File: src/io_mem_defines.svh
////////////////////
// Widths, memory depth and I/O port map shared by the whole design.
// The port block must start on a PORT_COUNT-aligned address.
////////////////////

`ifndef IO_MEM_DEFINES_SVH
`define IO_MEM_DEFINES_SVH

// Request address and data word widths.
`define IO_MEM_ADDR_WIDTH 8
`define IO_MEM_WORD_WIDTH 16

// Memory words. Non-I/O addresses wrap onto this by their low bits.
`define IO_MEM_DEPTH 64

// I/O block. Read port N and write port N share address BASE+N.
`define IO_MEM_PORT_BASE 8'hF0
`define IO_MEM_PORT_COUNT 4

// Empty/Full bit encoding.
// A read port is ready when FULL, a write port when EMPTY.
`define IO_MEM_EF_FULL 1'b1
`define IO_MEM_EF_EMPTY 1'b0

`endif
File: src/io_mem_pkg.sv
////////////////////
// Request and response types.
// Field order is fixed; the testbench builds requests from it.
////////////////////

`include "io_mem_defines.svh"

package io_mem_pkg;

    // Access operation.
    typedef enum logic [0:0] {
        OP_READ  = 1'b0,
        OP_WRITE = 1'b1
    } mem_op_e;

    // 25-bit request as presented with req_valid.
    typedef struct packed {
        mem_op_e                         op;
        logic [`IO_MEM_ADDR_WIDTH-1:0]   addr;
        logic [`IO_MEM_WORD_WIDTH-1:0]   wdata;
    } mem_req_t;

    // 19-bit response as presented with rsp_valid.
    // rdata is zero for writes and for annulled reads.
    typedef struct packed {
        mem_op_e                         op;
        logic                            is_io;
        logic                            annulled;
        logic [`IO_MEM_WORD_WIDTH-1:0]   rdata;
    } mem_rsp_t;

endpackage

File: src/io_mem_top.sv
////////////////////
// Data memory with memory-mapped I/O ports, fixed two-cycle latency.
// One request per cycle, no back-pressure; annulled accesses are not retried.
////////////////////

`include "io_mem_defines.svh"

module io_mem_top (
    input  logic                                                    clock,
    input  logic                                                    rst,
    input  logic                                                    req_valid,
    input  io_mem_pkg::mem_req_t                                    req,
    input  logic [`IO_MEM_PORT_COUNT-1:0]                           rd_port_ef,
    input  logic [`IO_MEM_PORT_COUNT-1:0][`IO_MEM_WORD_WIDTH-1:0]   rd_port_data,
    input  logic [`IO_MEM_PORT_COUNT-1:0]                           wr_port_ef,
    output logic                                                    rsp_valid,
    output io_mem_pkg::mem_rsp_t                                    rsp,
    output logic [`IO_MEM_PORT_COUNT-1:0]                           rd_port_pop,
    output logic [`IO_MEM_PORT_COUNT-1:0]                           wr_port_push,
    output logic [`IO_MEM_WORD_WIDTH-1:0]                           wr_port_data
);

    import io_mem_pkg::*;

    logic                          acc_valid;
    mem_req_t                      acc_req;
    logic                          acc_is_io;
    logic                          acc_accept;
    logic                          ram_wr_en;
    logic [`IO_MEM_WORD_WIDTH-1:0] ram_rdata;

    io_access io_access_inst (
        .clock      (clock),
        .rst        (rst),
        .req_valid  (req_valid),
        .req        (req),
        .rd_port_ef (rd_port_ef),
        .wr_port_ef (wr_port_ef),
        .acc_valid  (acc_valid),
        .acc_req    (acc_req),
        .acc_is_io  (acc_is_io),
        .acc_accept (acc_accept)
    );

    // Memory writes commit at the end of the decision cycle.
    assign ram_wr_en = acc_valid && acc_accept && !acc_is_io && (acc_req.op == OP_WRITE);

    data_ram data_ram_inst (
        .clock  (clock),
        .wr_en  (ram_wr_en),
        .addr   (acc_req.addr[$clog2(`IO_MEM_DEPTH)-1:0]),
        .wdata  (acc_req.wdata),
        .rdata  (ram_rdata)
    );

    io_response io_response_inst (
        .clock        (clock),
        .rst          (rst),
        .acc_valid    (acc_valid),
        .acc_req      (acc_req),
        .acc_is_io    (acc_is_io),
        .acc_accept   (acc_accept),
        .ram_rdata    (ram_rdata),
        .rd_port_data (rd_port_data),
        .rsp_valid    (rsp_valid),
        .rsp          (rsp),
        .rd_port_pop  (rd_port_pop),
        .wr_port_push (wr_port_push),
        .wr_port_data (wr_port_data)
    );

endmodule

File: src/io_response.sv
////////////////////
// Response stage. Drives port strobes and builds the response word.
// All outputs are valid in the cycle after acc_valid, for one cycle.
////////////////////

`include "io_mem_defines.svh"

module io_response (
    input  logic                                                    clock,
    input  logic                                                    rst,
    input  logic                                                    acc_valid,
    input  io_mem_pkg::mem_req_t                                    acc_req,
    input  logic                                                    acc_is_io,
    input  logic                                                    acc_accept,
    input  logic [`IO_MEM_WORD_WIDTH-1:0]                           ram_rdata,
    input  logic [`IO_MEM_PORT_COUNT-1:0][`IO_MEM_WORD_WIDTH-1:0]   rd_port_data,
    output logic                                                    rsp_valid,
    output io_mem_pkg::mem_rsp_t                                    rsp,
    output logic [`IO_MEM_PORT_COUNT-1:0]                           rd_port_pop,
    output logic [`IO_MEM_PORT_COUNT-1:0]                           wr_port_push,
    output logic [`IO_MEM_WORD_WIDTH-1:0]                           wr_port_data
);

    import io_mem_pkg::*;

    localparam int sel_width = $clog2(`IO_MEM_PORT_COUNT);

    logic [`IO_MEM_ADDR_WIDTH-1:0] addr_offset;
    logic [sel_width-1:0]          port_sel;
    logic [`IO_MEM_PORT_COUNT-1:0] port_onehot;
    logic                          io_rd_go;
    logic                          io_wr_go;
    mem_rsp_t                      rsp_reg;
    logic                          use_ram_reg;

    assign addr_offset = acc_req.addr - `IO_MEM_PORT_BASE;
    assign port_sel    = addr_offset[sel_width-1:0];

    always_comb begin
        port_onehot           = '0;
        port_onehot[port_sel] = 1'b1;
    end

    // Only accepted I/O accesses touch a port.
    assign io_rd_go = acc_valid && acc_is_io && acc_accept && (acc_req.op == OP_READ);
    assign io_wr_go = acc_valid && acc_is_io && acc_accept && (acc_req.op == OP_WRITE);

    always_ff @(posedge clock) begin
        if (rst) begin
            rsp_valid    <= 1'b0;
            rd_port_pop  <= '0;
            wr_port_push <= '0;
        end else begin
            rsp_valid    <= acc_valid;
            rd_port_pop  <= io_rd_go ? port_onehot : '0;
            wr_port_push <= io_wr_go ? port_onehot : '0;
        end
    end

    // Port read data is sampled here; RAM data arrives on its own register.
    always_ff @(posedge clock) begin
        rsp_reg.op       <= acc_req.op;
        rsp_reg.is_io    <= acc_is_io;
        rsp_reg.annulled <= !acc_accept;
        rsp_reg.rdata    <= io_rd_go ? rd_port_data[port_sel] : '0;
        use_ram_reg      <= !acc_is_io && (acc_req.op == OP_READ);
        wr_port_data     <= acc_req.wdata;
    end

    always_comb begin
        rsp = rsp_reg;
        if (use_ram_reg) begin
            rsp.rdata = ram_rdata;
        end
    end

endmodule

File: src/data_ram.sv
////////////////////
// Data memory with one write port and one registered read.
// Read during write to the same word returns the old word.
////////////////////

`include "io_mem_defines.svh"

module data_ram (
    input  logic                                clock,
    input  logic                                wr_en,
    input  logic [$clog2(`IO_MEM_DEPTH)-1:0]    addr,
    input  logic [`IO_MEM_WORD_WIDTH-1:0]       wdata,
    output logic [`IO_MEM_WORD_WIDTH-1:0]       rdata
);

    logic [`IO_MEM_WORD_WIDTH-1:0] mem [0:`IO_MEM_DEPTH-1];

    always_ff @(posedge clock) begin
        if (wr_en) begin
            mem[addr] <= wdata;
        end
    end

    // Read every cycle. The consumer decides whether the word is used.
    always_ff @(posedge clock) begin
        rdata <= mem[addr];
    end

endmodule

File: src/io_access.sv
////////////////////
// Access checker. Registers the request and decides accept or annul.
// acc_accept and acc_is_io are only meaningful while acc_valid is high.
////////////////////

`include "io_mem_defines.svh"

module io_access (
    input  logic                            clock,
    input  logic                            rst,
    input  logic                            req_valid,
    input  io_mem_pkg::mem_req_t            req,
    input  logic [`IO_MEM_PORT_COUNT-1:0]   rd_port_ef,
    input  logic [`IO_MEM_PORT_COUNT-1:0]   wr_port_ef,
    output logic                            acc_valid,
    output io_mem_pkg::mem_req_t            acc_req,
    output logic                            acc_is_io,
    output logic                            acc_accept
);

    import io_mem_pkg::*;

    // A read port holds data when FULL, a write port has room when EMPTY.
    localparam logic rd_ready = `IO_MEM_EF_FULL;
    localparam logic wr_ready = `IO_MEM_EF_EMPTY;

    logic rd_ef_masked;
    logic rd_is_io;
    logic wr_ef_masked;
    logic wr_is_io;

    io_check #(
        .ready_state    (rd_ready)
    ) rd_check (
        .clock          (clock),
        .addr           (req.addr),
        .port_ef        (rd_port_ef),
        .port_ef_masked (rd_ef_masked),
        .addr_is_io     (rd_is_io)
    );

    io_check #(
        .ready_state    (wr_ready)
    ) wr_check (
        .clock          (clock),
        .addr           (req.addr),
        .port_ef        (wr_port_ef),
        .port_ef_masked (wr_ef_masked),
        .addr_is_io     (wr_is_io)
    );

    always_ff @(posedge clock) begin
        if (rst) begin
            acc_valid <= 1'b0;
        end else begin
            acc_valid <= req_valid;
        end
    end

    // Request payload lines up with the io_check outputs.
    always_ff @(posedge clock) begin
        acc_req <= req;
    end

    // The op picks which port bank is checked.
    // Memory addresses come back masked to ready, so they always pass.
    always_comb begin
        if (acc_req.op == OP_WRITE) begin
            acc_is_io  = wr_is_io;
            acc_accept = (wr_ef_masked == wr_ready);
        end else begin
            acc_is_io  = rd_is_io;
            acc_accept = (rd_ef_masked == rd_ready);
        end
    end

endmodule

File: src/io_check.sv
////////////////////
// Registered I/O address decode with Empty/Full selection.
// Outputs are valid one cycle after addr and port_ef are sampled.
////////////////////

`include "io_mem_defines.svh"

module io_check #(
    // Bit value reported for ordinary memory addresses.
    parameter logic ready_state = `IO_MEM_EF_FULL
) (
    input  logic                            clock,
    input  logic [`IO_MEM_ADDR_WIDTH-1:0]   addr,
    input  logic [`IO_MEM_PORT_COUNT-1:0]   port_ef,
    output logic                            port_ef_masked,
    output logic                            addr_is_io
);

    localparam int sel_width = $clog2(`IO_MEM_PORT_COUNT);

    logic [`IO_MEM_ADDR_WIDTH-1:0] addr_offset;
    logic [sel_width-1:0]          port_sel;
    logic                          hit;
    logic                          is_io_reg;
    logic                          ef_sel_reg;

    // Offset into the port block. Only meaningful when hit is set.
    assign addr_offset = addr - `IO_MEM_PORT_BASE;
    assign port_sel    = addr_offset[sel_width-1:0];

    assign hit = (addr >= `IO_MEM_PORT_BASE) &&
                 (addr < (`IO_MEM_PORT_BASE + `IO_MEM_PORT_COUNT));

    // Decode and selected bit are captured on the same edge.
    always_ff @(posedge clock) begin
        is_io_reg  <= hit;
        ef_sel_reg <= port_ef[port_sel];
    end

    assign addr_is_io = is_io_reg;

    // Memory is always ready, so non-I/O addresses report ready_state.
    assign port_ef_masked = is_io_reg ? ef_sel_reg : ready_state;

endmodule

File: config.mk
export PLATFORM = sky130hd
export DESIGN_NAME = io_mem_top
export DESIGN_NICKNAME = d
export VERILOG_FILES = /design/src/io_mem_pkg.sv /design/src/io_mem_top.sv /design/src/io_response.sv /design/src/data_ram.sv /design/src/io_access.sv /design/src/io_check.sv
export VERILOG_INCLUDE_DIRS = /design/src /design/src/src
export SDC_FILE = /design/constraint.sdc
export NUM_CORES = 1
export LEC_CHECK = 0
export BUFFER_PORTS_ARGS = -buffer_cell sky130_fd_sc_hd__buf_4
export CORE_AREA = 5 5 262 264
export CTS_BUF_LIST = sky130_fd_sc_hd__clkbuf_2
export CTS_CLUSTER_DIAMETER = 200
export DETAILED_ROUTE_END_ITERATION = 6
export DIE_AREA = 0 0 267 269
export GPL_ROUTABILITY_DRIVEN = 0
export HOLD_SLACK_MARGIN = 0.06
export PLACE_DENSITY = 0.81
export SYNTH_ARGS = -nofsm -noshare
export SYNTH_HDL_FRONTEND = slang
export SYNTH_SLANG_ARGS = --single-unit
File: constraint.sdc
create_clock -name clock -period 3.2 [get_ports clock]
set_input_delay 0.32 -clock clock [delete_from_list [all_inputs] [get_ports clock]]
set_output_delay 0.32 -clock clock [all_outputs]
set_load 0.005 [all_outputs]
# After elaboration in Yosys (flattened, before gate mapping)
# Memory sizes are Yosys's and may differ from the RTL's. A register that Yosys moved wholly into a read port is not among the register bits.
# Cells that the tools add are included.
# totals
reg_bits,72
ram_bits,1024
inputBits,100
word_cells,56
mem_count,1
# mem_list
memory,depth,width,read_ports,rd_ports_with_merged_regs,write_ports,line,rtl
data_ram_inst.mem,64,16,1,1,1,data_ram.sv:16,logic [`IO_MEM_WORD_WIDTH-1:0] mem [0:`IO_MEM_DEPTH-1];
# op_classes
add_sub_neg,2
n_lt_le_gt_ge,5
muxes,14
bitwise_logic,4
reduce_logical,14
# ops
op,count
$bmux 16 s2,1
$mux 16,2
$logic_and 1x1->1,10
$ge 8x8->1 const B,1
$lt 8x8->1 const B,1
$mux 1,8
$lt 2x3->1 const B,2
$bmux 1 s2,2
$not 1->1,4
$reduce_or 2->1,2
$sub 2x1->2 const B,2
$demux 1 s2,1
$ge 2x1->1 const B,1
$logic_not 1->1,2

# Logic depth before layout (Yosys ltp)
# Gate-level depths: netlist of run 1.
# logic_depth
ltp_word,8
mapped_depth,9
ltp_nobuf,5

# Hierarchy
# Synthesis of run 1 repeated with hierarchy kept, for this count alone.
# unflattened
cells_unflattened,2428
area_unflattened_um2,41922.7
# modules_own_cells
mod,n_inst,cells_each,area_per_inst_um2
data_ram,1,2264,39480.4
io_response,1,121,1716.6
io_access,1,30,555.5
io_check,2,6,80.1
io_mem_top,1,1,10.0

# Least setup slack after synthesis of run 1
# No wires, ideal clock.
# synth_timing
path_kind,reg2reg
from,reg io_access_inst.acc_req[16] (netlist name)
to,"mem data_ram_inst.mem[13][0] in the netlist's numbering, enable pin"
setup_time_ns,0.388
t_arrival_ns,2.422
required_time_ns,2.812
path_slack_ns,0.390
stages_incl_launch_ff,10
path_buffers,6
synth_period_minus_slack_ns,2.810
path_cell_list,dfxtp_1 > buf_2 > buf_6 > buf_6 > buf_6 > buf_4 > buf_2 > nor2b_1 > nand2_1 > nor2_1
# synth_lines
element,line
end: declaration,data_ram.sv:16
# No word-level cell before the write port.

==> impl_metrics.toml, run 1 <==
[status]
status = "finished, final reports clean"

[floorplanning]
num_rows = 95
dieHeight_um = 269
core_area_sq_mm = 0.06633
die_w_um = 267
die_area_sq_mm = 0.07182
start_util = 0.6314
pin_count = 144

[cts]
numCtsBuffers = 282
clock_latency_ns = 1.43
path_clk_slew_ns = 0.12
htreeDepth = 5
clock-root-buffer = "clkbuf_2"
cts_setup_buffers = 0
cts_sinks = 1112
clockBufferDepth = 4
tritoncts = "done"

[yosys]
synth_largest_area_cell = "edfxtp_1"
synthesis.area_sq_mm = 0.04188
synth_fp_nets = 1959
ys.warnings.count = 0
synth_cell_types = 34
synth_flop_cell = "edfxtp_1"
ys_seq_area_frac = 0.7763
synth.most_common_cell = "edfxtp_1"
syn_inst = 1859
synth-seq-cells = 1112
ys_async_sr_fraction = 0
synthTopCellsByCount = "edfxtp_1 (1,024), mux4_2 (271), mux2i_1 (126), dfxtp_1 (88), nor2_1 (72)"
synth_edf_count = 1024
synth_area_leaders = "edfxtp_1 (73%), mux4_2 (15%), dfxtp_1 (4.2%), mux2i_1 (3.0%), o22ai_1 (0.87%)"
syn_avg_cell_area_sq_um = 22.53
synth_top_area_frac = 0.7342

[drt]
drtAntennaViolNets = 0
drc = 0
drtIter0Drc = 2850
met3_length_um = 12750
first_pass_iters = 5
wl_per_cell_um = 29.83
top_layer_used = "met5"
met2_length_um = 52790
vias = 22990
wirelength_um = 107000
viasPerCell = 6.406
wl_met1_um = 37080

[sta]
fin_crit_ns = 3.056
max_slew_margin = 0.08777
worst_slack_ns = 0.1435
skew_ns = 0.1377
final.setup.tns_ns = 0
hold_viol = 0
grt_setup_unrepaired = "no"
tightest_slew_ns = 1.368
timing.final.crit_share = 0.9552
maxSlewViolCount = 0
setup_viol = 0
fmax_ghz = 0.3272

[power]
power.total_mw = 26.76
power_density_mw_per_mm2 = 543.4
power.leakage_nw = 17.09
irDropWorstVdd_mv = 0.2809

[critical_path]
required_ns = 4.43
crit_fanout = 34
criticalPathCategory = "reg -> reg"
worst_setup_path_end_kind = "flip-flop"
reg2reg_depth = 5
cp-start-kind = "flip-flop"
crit_arrival_ns = 4.29
critical_path.startpoint = "io_access_inst.acc_req[16]"
r2r_start = "io_access_inst.acc_req[16]"

[hold_path]
hp-class = "in -> reg"
min_from = "req[17]"
hold_path_depth = 3

[place]
place_area_sq_mm = 0.04511
dp.cells = 2940
port_buffers = 143
hpwl_um = 61500
dpl_worst_slack_ns = 0.2769

[finish]
fin_cells = 3588
syn_to_final_growth_pct = 17.60
final_nets = 2630
drive_above_1_share = 0.3846
largest_reg_flops = 1024
design_area_sq_mm = 0.04925

[global_routing]
antenna_found_initial = 6
grt_max_degree = 66
grt-ovfl-total = 0
grt_pass1_vias = 24170
track_usage = 0.3047
grt_pass1_wl_um = 156900

[run]
maxCapViolCount = 0
[logic make-up (layout without fill, tap and decap cells)]
| group | after synthesis | count (layout) | share of synthesized area |
|---|---|---|---|
| flops | 1112 | 1112 | 0.7763 |
| simple gates | 152 | 152 | 0.01772 |
| other cells | 0 | 3 | 0 |
| mux | 418 | 418 | 0.1815 |
| buf+inv | 105 | 958 | 0.01359 |
| compound gates | 72 | 72 | 0.01093 |
[routing by layer]
layer	track usage	up-vias
li1	-	9292
met2	0.4889	1800
met4	0.1260	2
met3	0.08121	263
met1	0.4083	11630
met5	0	-
[area by class of cell]
class                      instances  area, sq um
antenna                            3        7.507
tap                              873         1092
timing repair buffer             492         4467
fill                            3596        17070
multi-input combinational        642         8801
clock buffer                     407         2037
clock inverter                    59        305.3
sequential                      1112        32540
[per-stage QoR]
stage	util	hold WS [ns]
2_1_floorplan	-	0.3477
3_3_place_gp	0.6801	0.3376
3_5_place_dp	0.6801	0.3388
4_1_cts	0.7425	0.07926
5_1_grt	0.7426	0.1255
6_report	0.7426	0.2260
[layout by cell type, fill, tap and decap left out, types with 5 or more instances in the layout]
cell type      count
edfxtp_1        1024
clkbuf_2         407
buf_4            287
mux4_2           271
dlygate4sd3_1    179
mux2i_1          126
nor2_1            72
dfxtp_1           68
o22ai_1           58
clkinv_1          48
buf_12            26
nor2b_1           23
mux2_2            21
dfxtp_2           17
nand2_1           16
or4_1             14
nor3_1             7
nand2b_1           5
[where the power goes]
part           internal, mW  switching (mW)  total (mW)
sequential             15.9           0.236        16.2
clock                  3.60            5.41        9.01
combinational         0.834           0.761        1.60
[path summary, 6_finish.rpt]
check | endpoint | slack, ns
worst min-delay path | io_access_inst.acc_req[17] | 0.23
worst min register to register | io_response_inst.wr_port_data[3] | 0.37
worst max register to register | data_ram_inst.rdata[1] | 0.14
worst max-delay path | data_ram_inst.rdata[1] | 0.14
[critical path, stage by stage, from the launching register on]
cell and delay, ns:
dfxtp_4 0.73, buf_12 0.34, mux4_2 0.54, mux2i_1 0.39
o22ai_1 0.28, or4_1 0.61
[what timing repair did]
item,4_1_cts,5_1_grt
hold endpoints to repair,52,0
setup endpoints to repair,0,16
gates resized for setup,0,1
hold buffers,179,0
(Power assumes the default switching activity.)
==> run 2: changes to the inputs <==
CORE_AREA = 5 5 260 262   (was 5 5 262 264)
DIE_AREA = 0 0 265 267   (was 0 0 267 269)
PLACE_DENSITY = 0.83   (was 0.81)
TNS_END_PERCENT = 30   (was default)
clock period = 3.9 ns   (was 3.2 ns; I/O delays follow)
==> run 2 against run 1 <==
Via count is 0.87% lower. Hold slack gained 0.053 ns. Register-to-register slack gained 0.38 ns. Total power is 18% lower. Die area decreased by 1.5%. Global-route usage decreased by 0.084 points. Sequential share of layout area grew 1.1 points. Clock skew up 0.047 ns. Core utilization up 0.095 points. Fmax down 9.5%. Sequential cell count is the same. Cell count down 2.4%.
==> impl_metrics.toml, run 2 (synthesis results as in run 1) <==
[hold_path]
min_from = "req[21]"
hold_path_depth = 3
hp-class = "in -> reg"
holdPathEnd = "io_access_inst.acc_req[21]"

[place]
dpl_worst_slack_ns = 0.8012
port_buffers = 143
hpwl_um = 59360
place_area_sq_mm = 0.04462

[finish]
drive_above_1_share = 0.3795
layout_commonest_cell = "edfxtp_1"
finalCoreUtilization = 0.7435
final_nets = 2550
fillers = 3503
design_area_sq_mm = 0.04845
syn_to_final_growth_pct = 15.68
largest_reg_flops = 1024
mostFrequentLayoutCells = "edfxtp_1 (1,024), clkbuf_2 (408), mux4_2 (271), buf_4 (255), dlygate4sd3_1 (144)"

[sta]
skew_ns = 0.1850
timing.final.crit_share = 0.8657
max_slew_margin = 0.06269
fmax_ghz = 0.2962
setup_viol = 0
tightest_slew_ns = 1.406
maxSlewViolCount = 0
worst_slack_ns = 0.5240
grt_setup_unrepaired = "no"
hold_viol = 0
fin_crit_ns = 3.376
final.setup.tns_ns = 0

[drt]
wl_per_cell_um = 30.11
viasPerCell = 6.504
drtAntennaViolNets = 0
wirelength_um = 105500
first_pass_iters = 6
vias = 22790
drc = 0
drtIter0Drc = 2840

[cts]
cts_sinks = 1112
tritoncts = "done"
path_clk_slew_ns = 0.12
cts_resized = 0
numCtsBuffers = 281
clock-root-buffer = "clkbuf_2"
clock_latency_ns = 1.42
htreeDepth = 5
clockBufferDepth = 4

[floorplanning]
core_area_sq_mm = 0.06516
start_util = 0.6428
die_w_um = 265
pin_count = 144
num_rows = 94
die_area_sq_mm = 0.07076
dieHeight_um = 267

[global_routing]
grt-ovfl-total = 0
grt_pass1_wl_um = 154900
track_usage = 0.3039
grt_pass1_vias = 23950
grt_max_degree = 79
antenna_found_initial = 9

[critical_path]
cpPeakStageDelay_ns = 0.84
reg2reg_slack_ns = 0.52
reg2reg_depth = 5
cp.buffers_inverters = 3
slowest_stage = "dfxtp_4"
critPathTopFamily = "buffers and inverters"
worst_setup_path_end_kind = "flip-flop"
crit_fanout = 30
reg2reg_to = "io_response_inst.rsp_reg[11]"
crit_top_cell = "dlygate4sd3_1"
criticalPathCategory = "reg -> reg"
cp-start-kind = "flip-flop"
required_ns = 5.17
r2r_start = "io_access_inst.acc_req[16]"
crit_chain = "buf_4 -> mux4_2 -> dlygate4sd3_1 -> nor2b_1 -> dlygate4sd3_1"
crit_arrival_ns = 4.65

[status]
status = "finished, final reports clean"

[run]
maxCapViolCount = 0

[power]
power.total_mw = 21.98
power.leakage_nw = 16.75
power_density_mw_per_mm2 = 453.7
irDropWorstVdd_mv = 0.2711
## run 2: cell types whose count changed in the layout (fill, tap and decap cells not counted)
cell,delta
buf_12,-12
buf_4,-32
bufinv_16,+1
clkbuf_2,+1
dfxtp_1,+1
dfxtp_2,-1
diode_2,+1
dlygate4sd3_1,-35
## run 2: worst max path at each step
stage	startpoint	endpoint	slack, ns	cells past startpoint
after floorplan	io_access_inst.acc_req[16]	data_ram_inst.mem[13][0]	1.09	9
after global placement	io_access_inst.acc_req[16]	data_ram_inst.rdata[3]	0.78	5
after detailed placement	io_access_inst.acc_req[16]	data_ram_inst.rdata[3]	0.80	5
after CTS	io_response_inst.use_ram_reg	rsp[6]	0.54	2
after global routing	io_access_inst.acc_req[16]	io_response_inst.rsp_reg[10]	0.41	5
final	io_access_inst.acc_req[16]	io_response_inst.rsp_reg[11]	0.52	5
## run 2: area by class of cell
cell class | instances | area (sq um) | share of cell area
Clock buffer | 408 | 2042 | 0.04215
Sequential cell | 1112 | 32540 | 0.6717
Timing Repair Buffer | 413 | 3636 | 0.07505
Multi-Input combinational cell | 642 | 8801 | 0.1817
Tap cell | 864 | 1081 | 0.02231
Clock inverter | 60 | 335.3 | 0.006921
Antenna cell | 4 | 10.01 | 0.0002066
## run 2: timing repair
| item | in CTS | in global routing |
|---|---|---|
| setup buffers | 0 | 0 |
| hold buffers | 144 | 0 |
| hold endpoints to repair | 52 | 0 |
## run 2: power by group
part	total, mW	switching [mW]	internal [mW]
Sequential	13.2	0.179	13.1
Clock	7.48	4.46	3.03
Combinational	1.25	0.634	0.619
Total	22.0	5.27	16.7
## run 2: worst reg2reg max path, delay by kind of cell, from the launching register on
kind                   cells  cell delay (ns)
AND/OR/NAND/NOR            1             0.16
flip-flops                 1             0.84
buffers and inverters      3             1.73
multiplexers               1             0.58
## run 2: metrics by stage
| step | hold WS [ns] | std cells |
|---|---|---|
| 6_report | 0.2791 | 3503 |
| 5_1_grt | 0.1621 | 3501 |
| 4_1_cts | 0.09094 | 3499 |
| 3_5_place_dp | 0.3354 | 2887 |
| 3_3_place_gp | 0.3337 | 2887 |
| 2_1_floorplan | 0.3806 | 1859 |
## run 2: per-layer routing
layer | wire length, um | global-route usage
met5 | 46 | 0
met4 | 4710 | 0.1368
met3 | 14500 | 0.1023
met2 | 50920 | 0.4721
met1 | 35290 | 0.4009
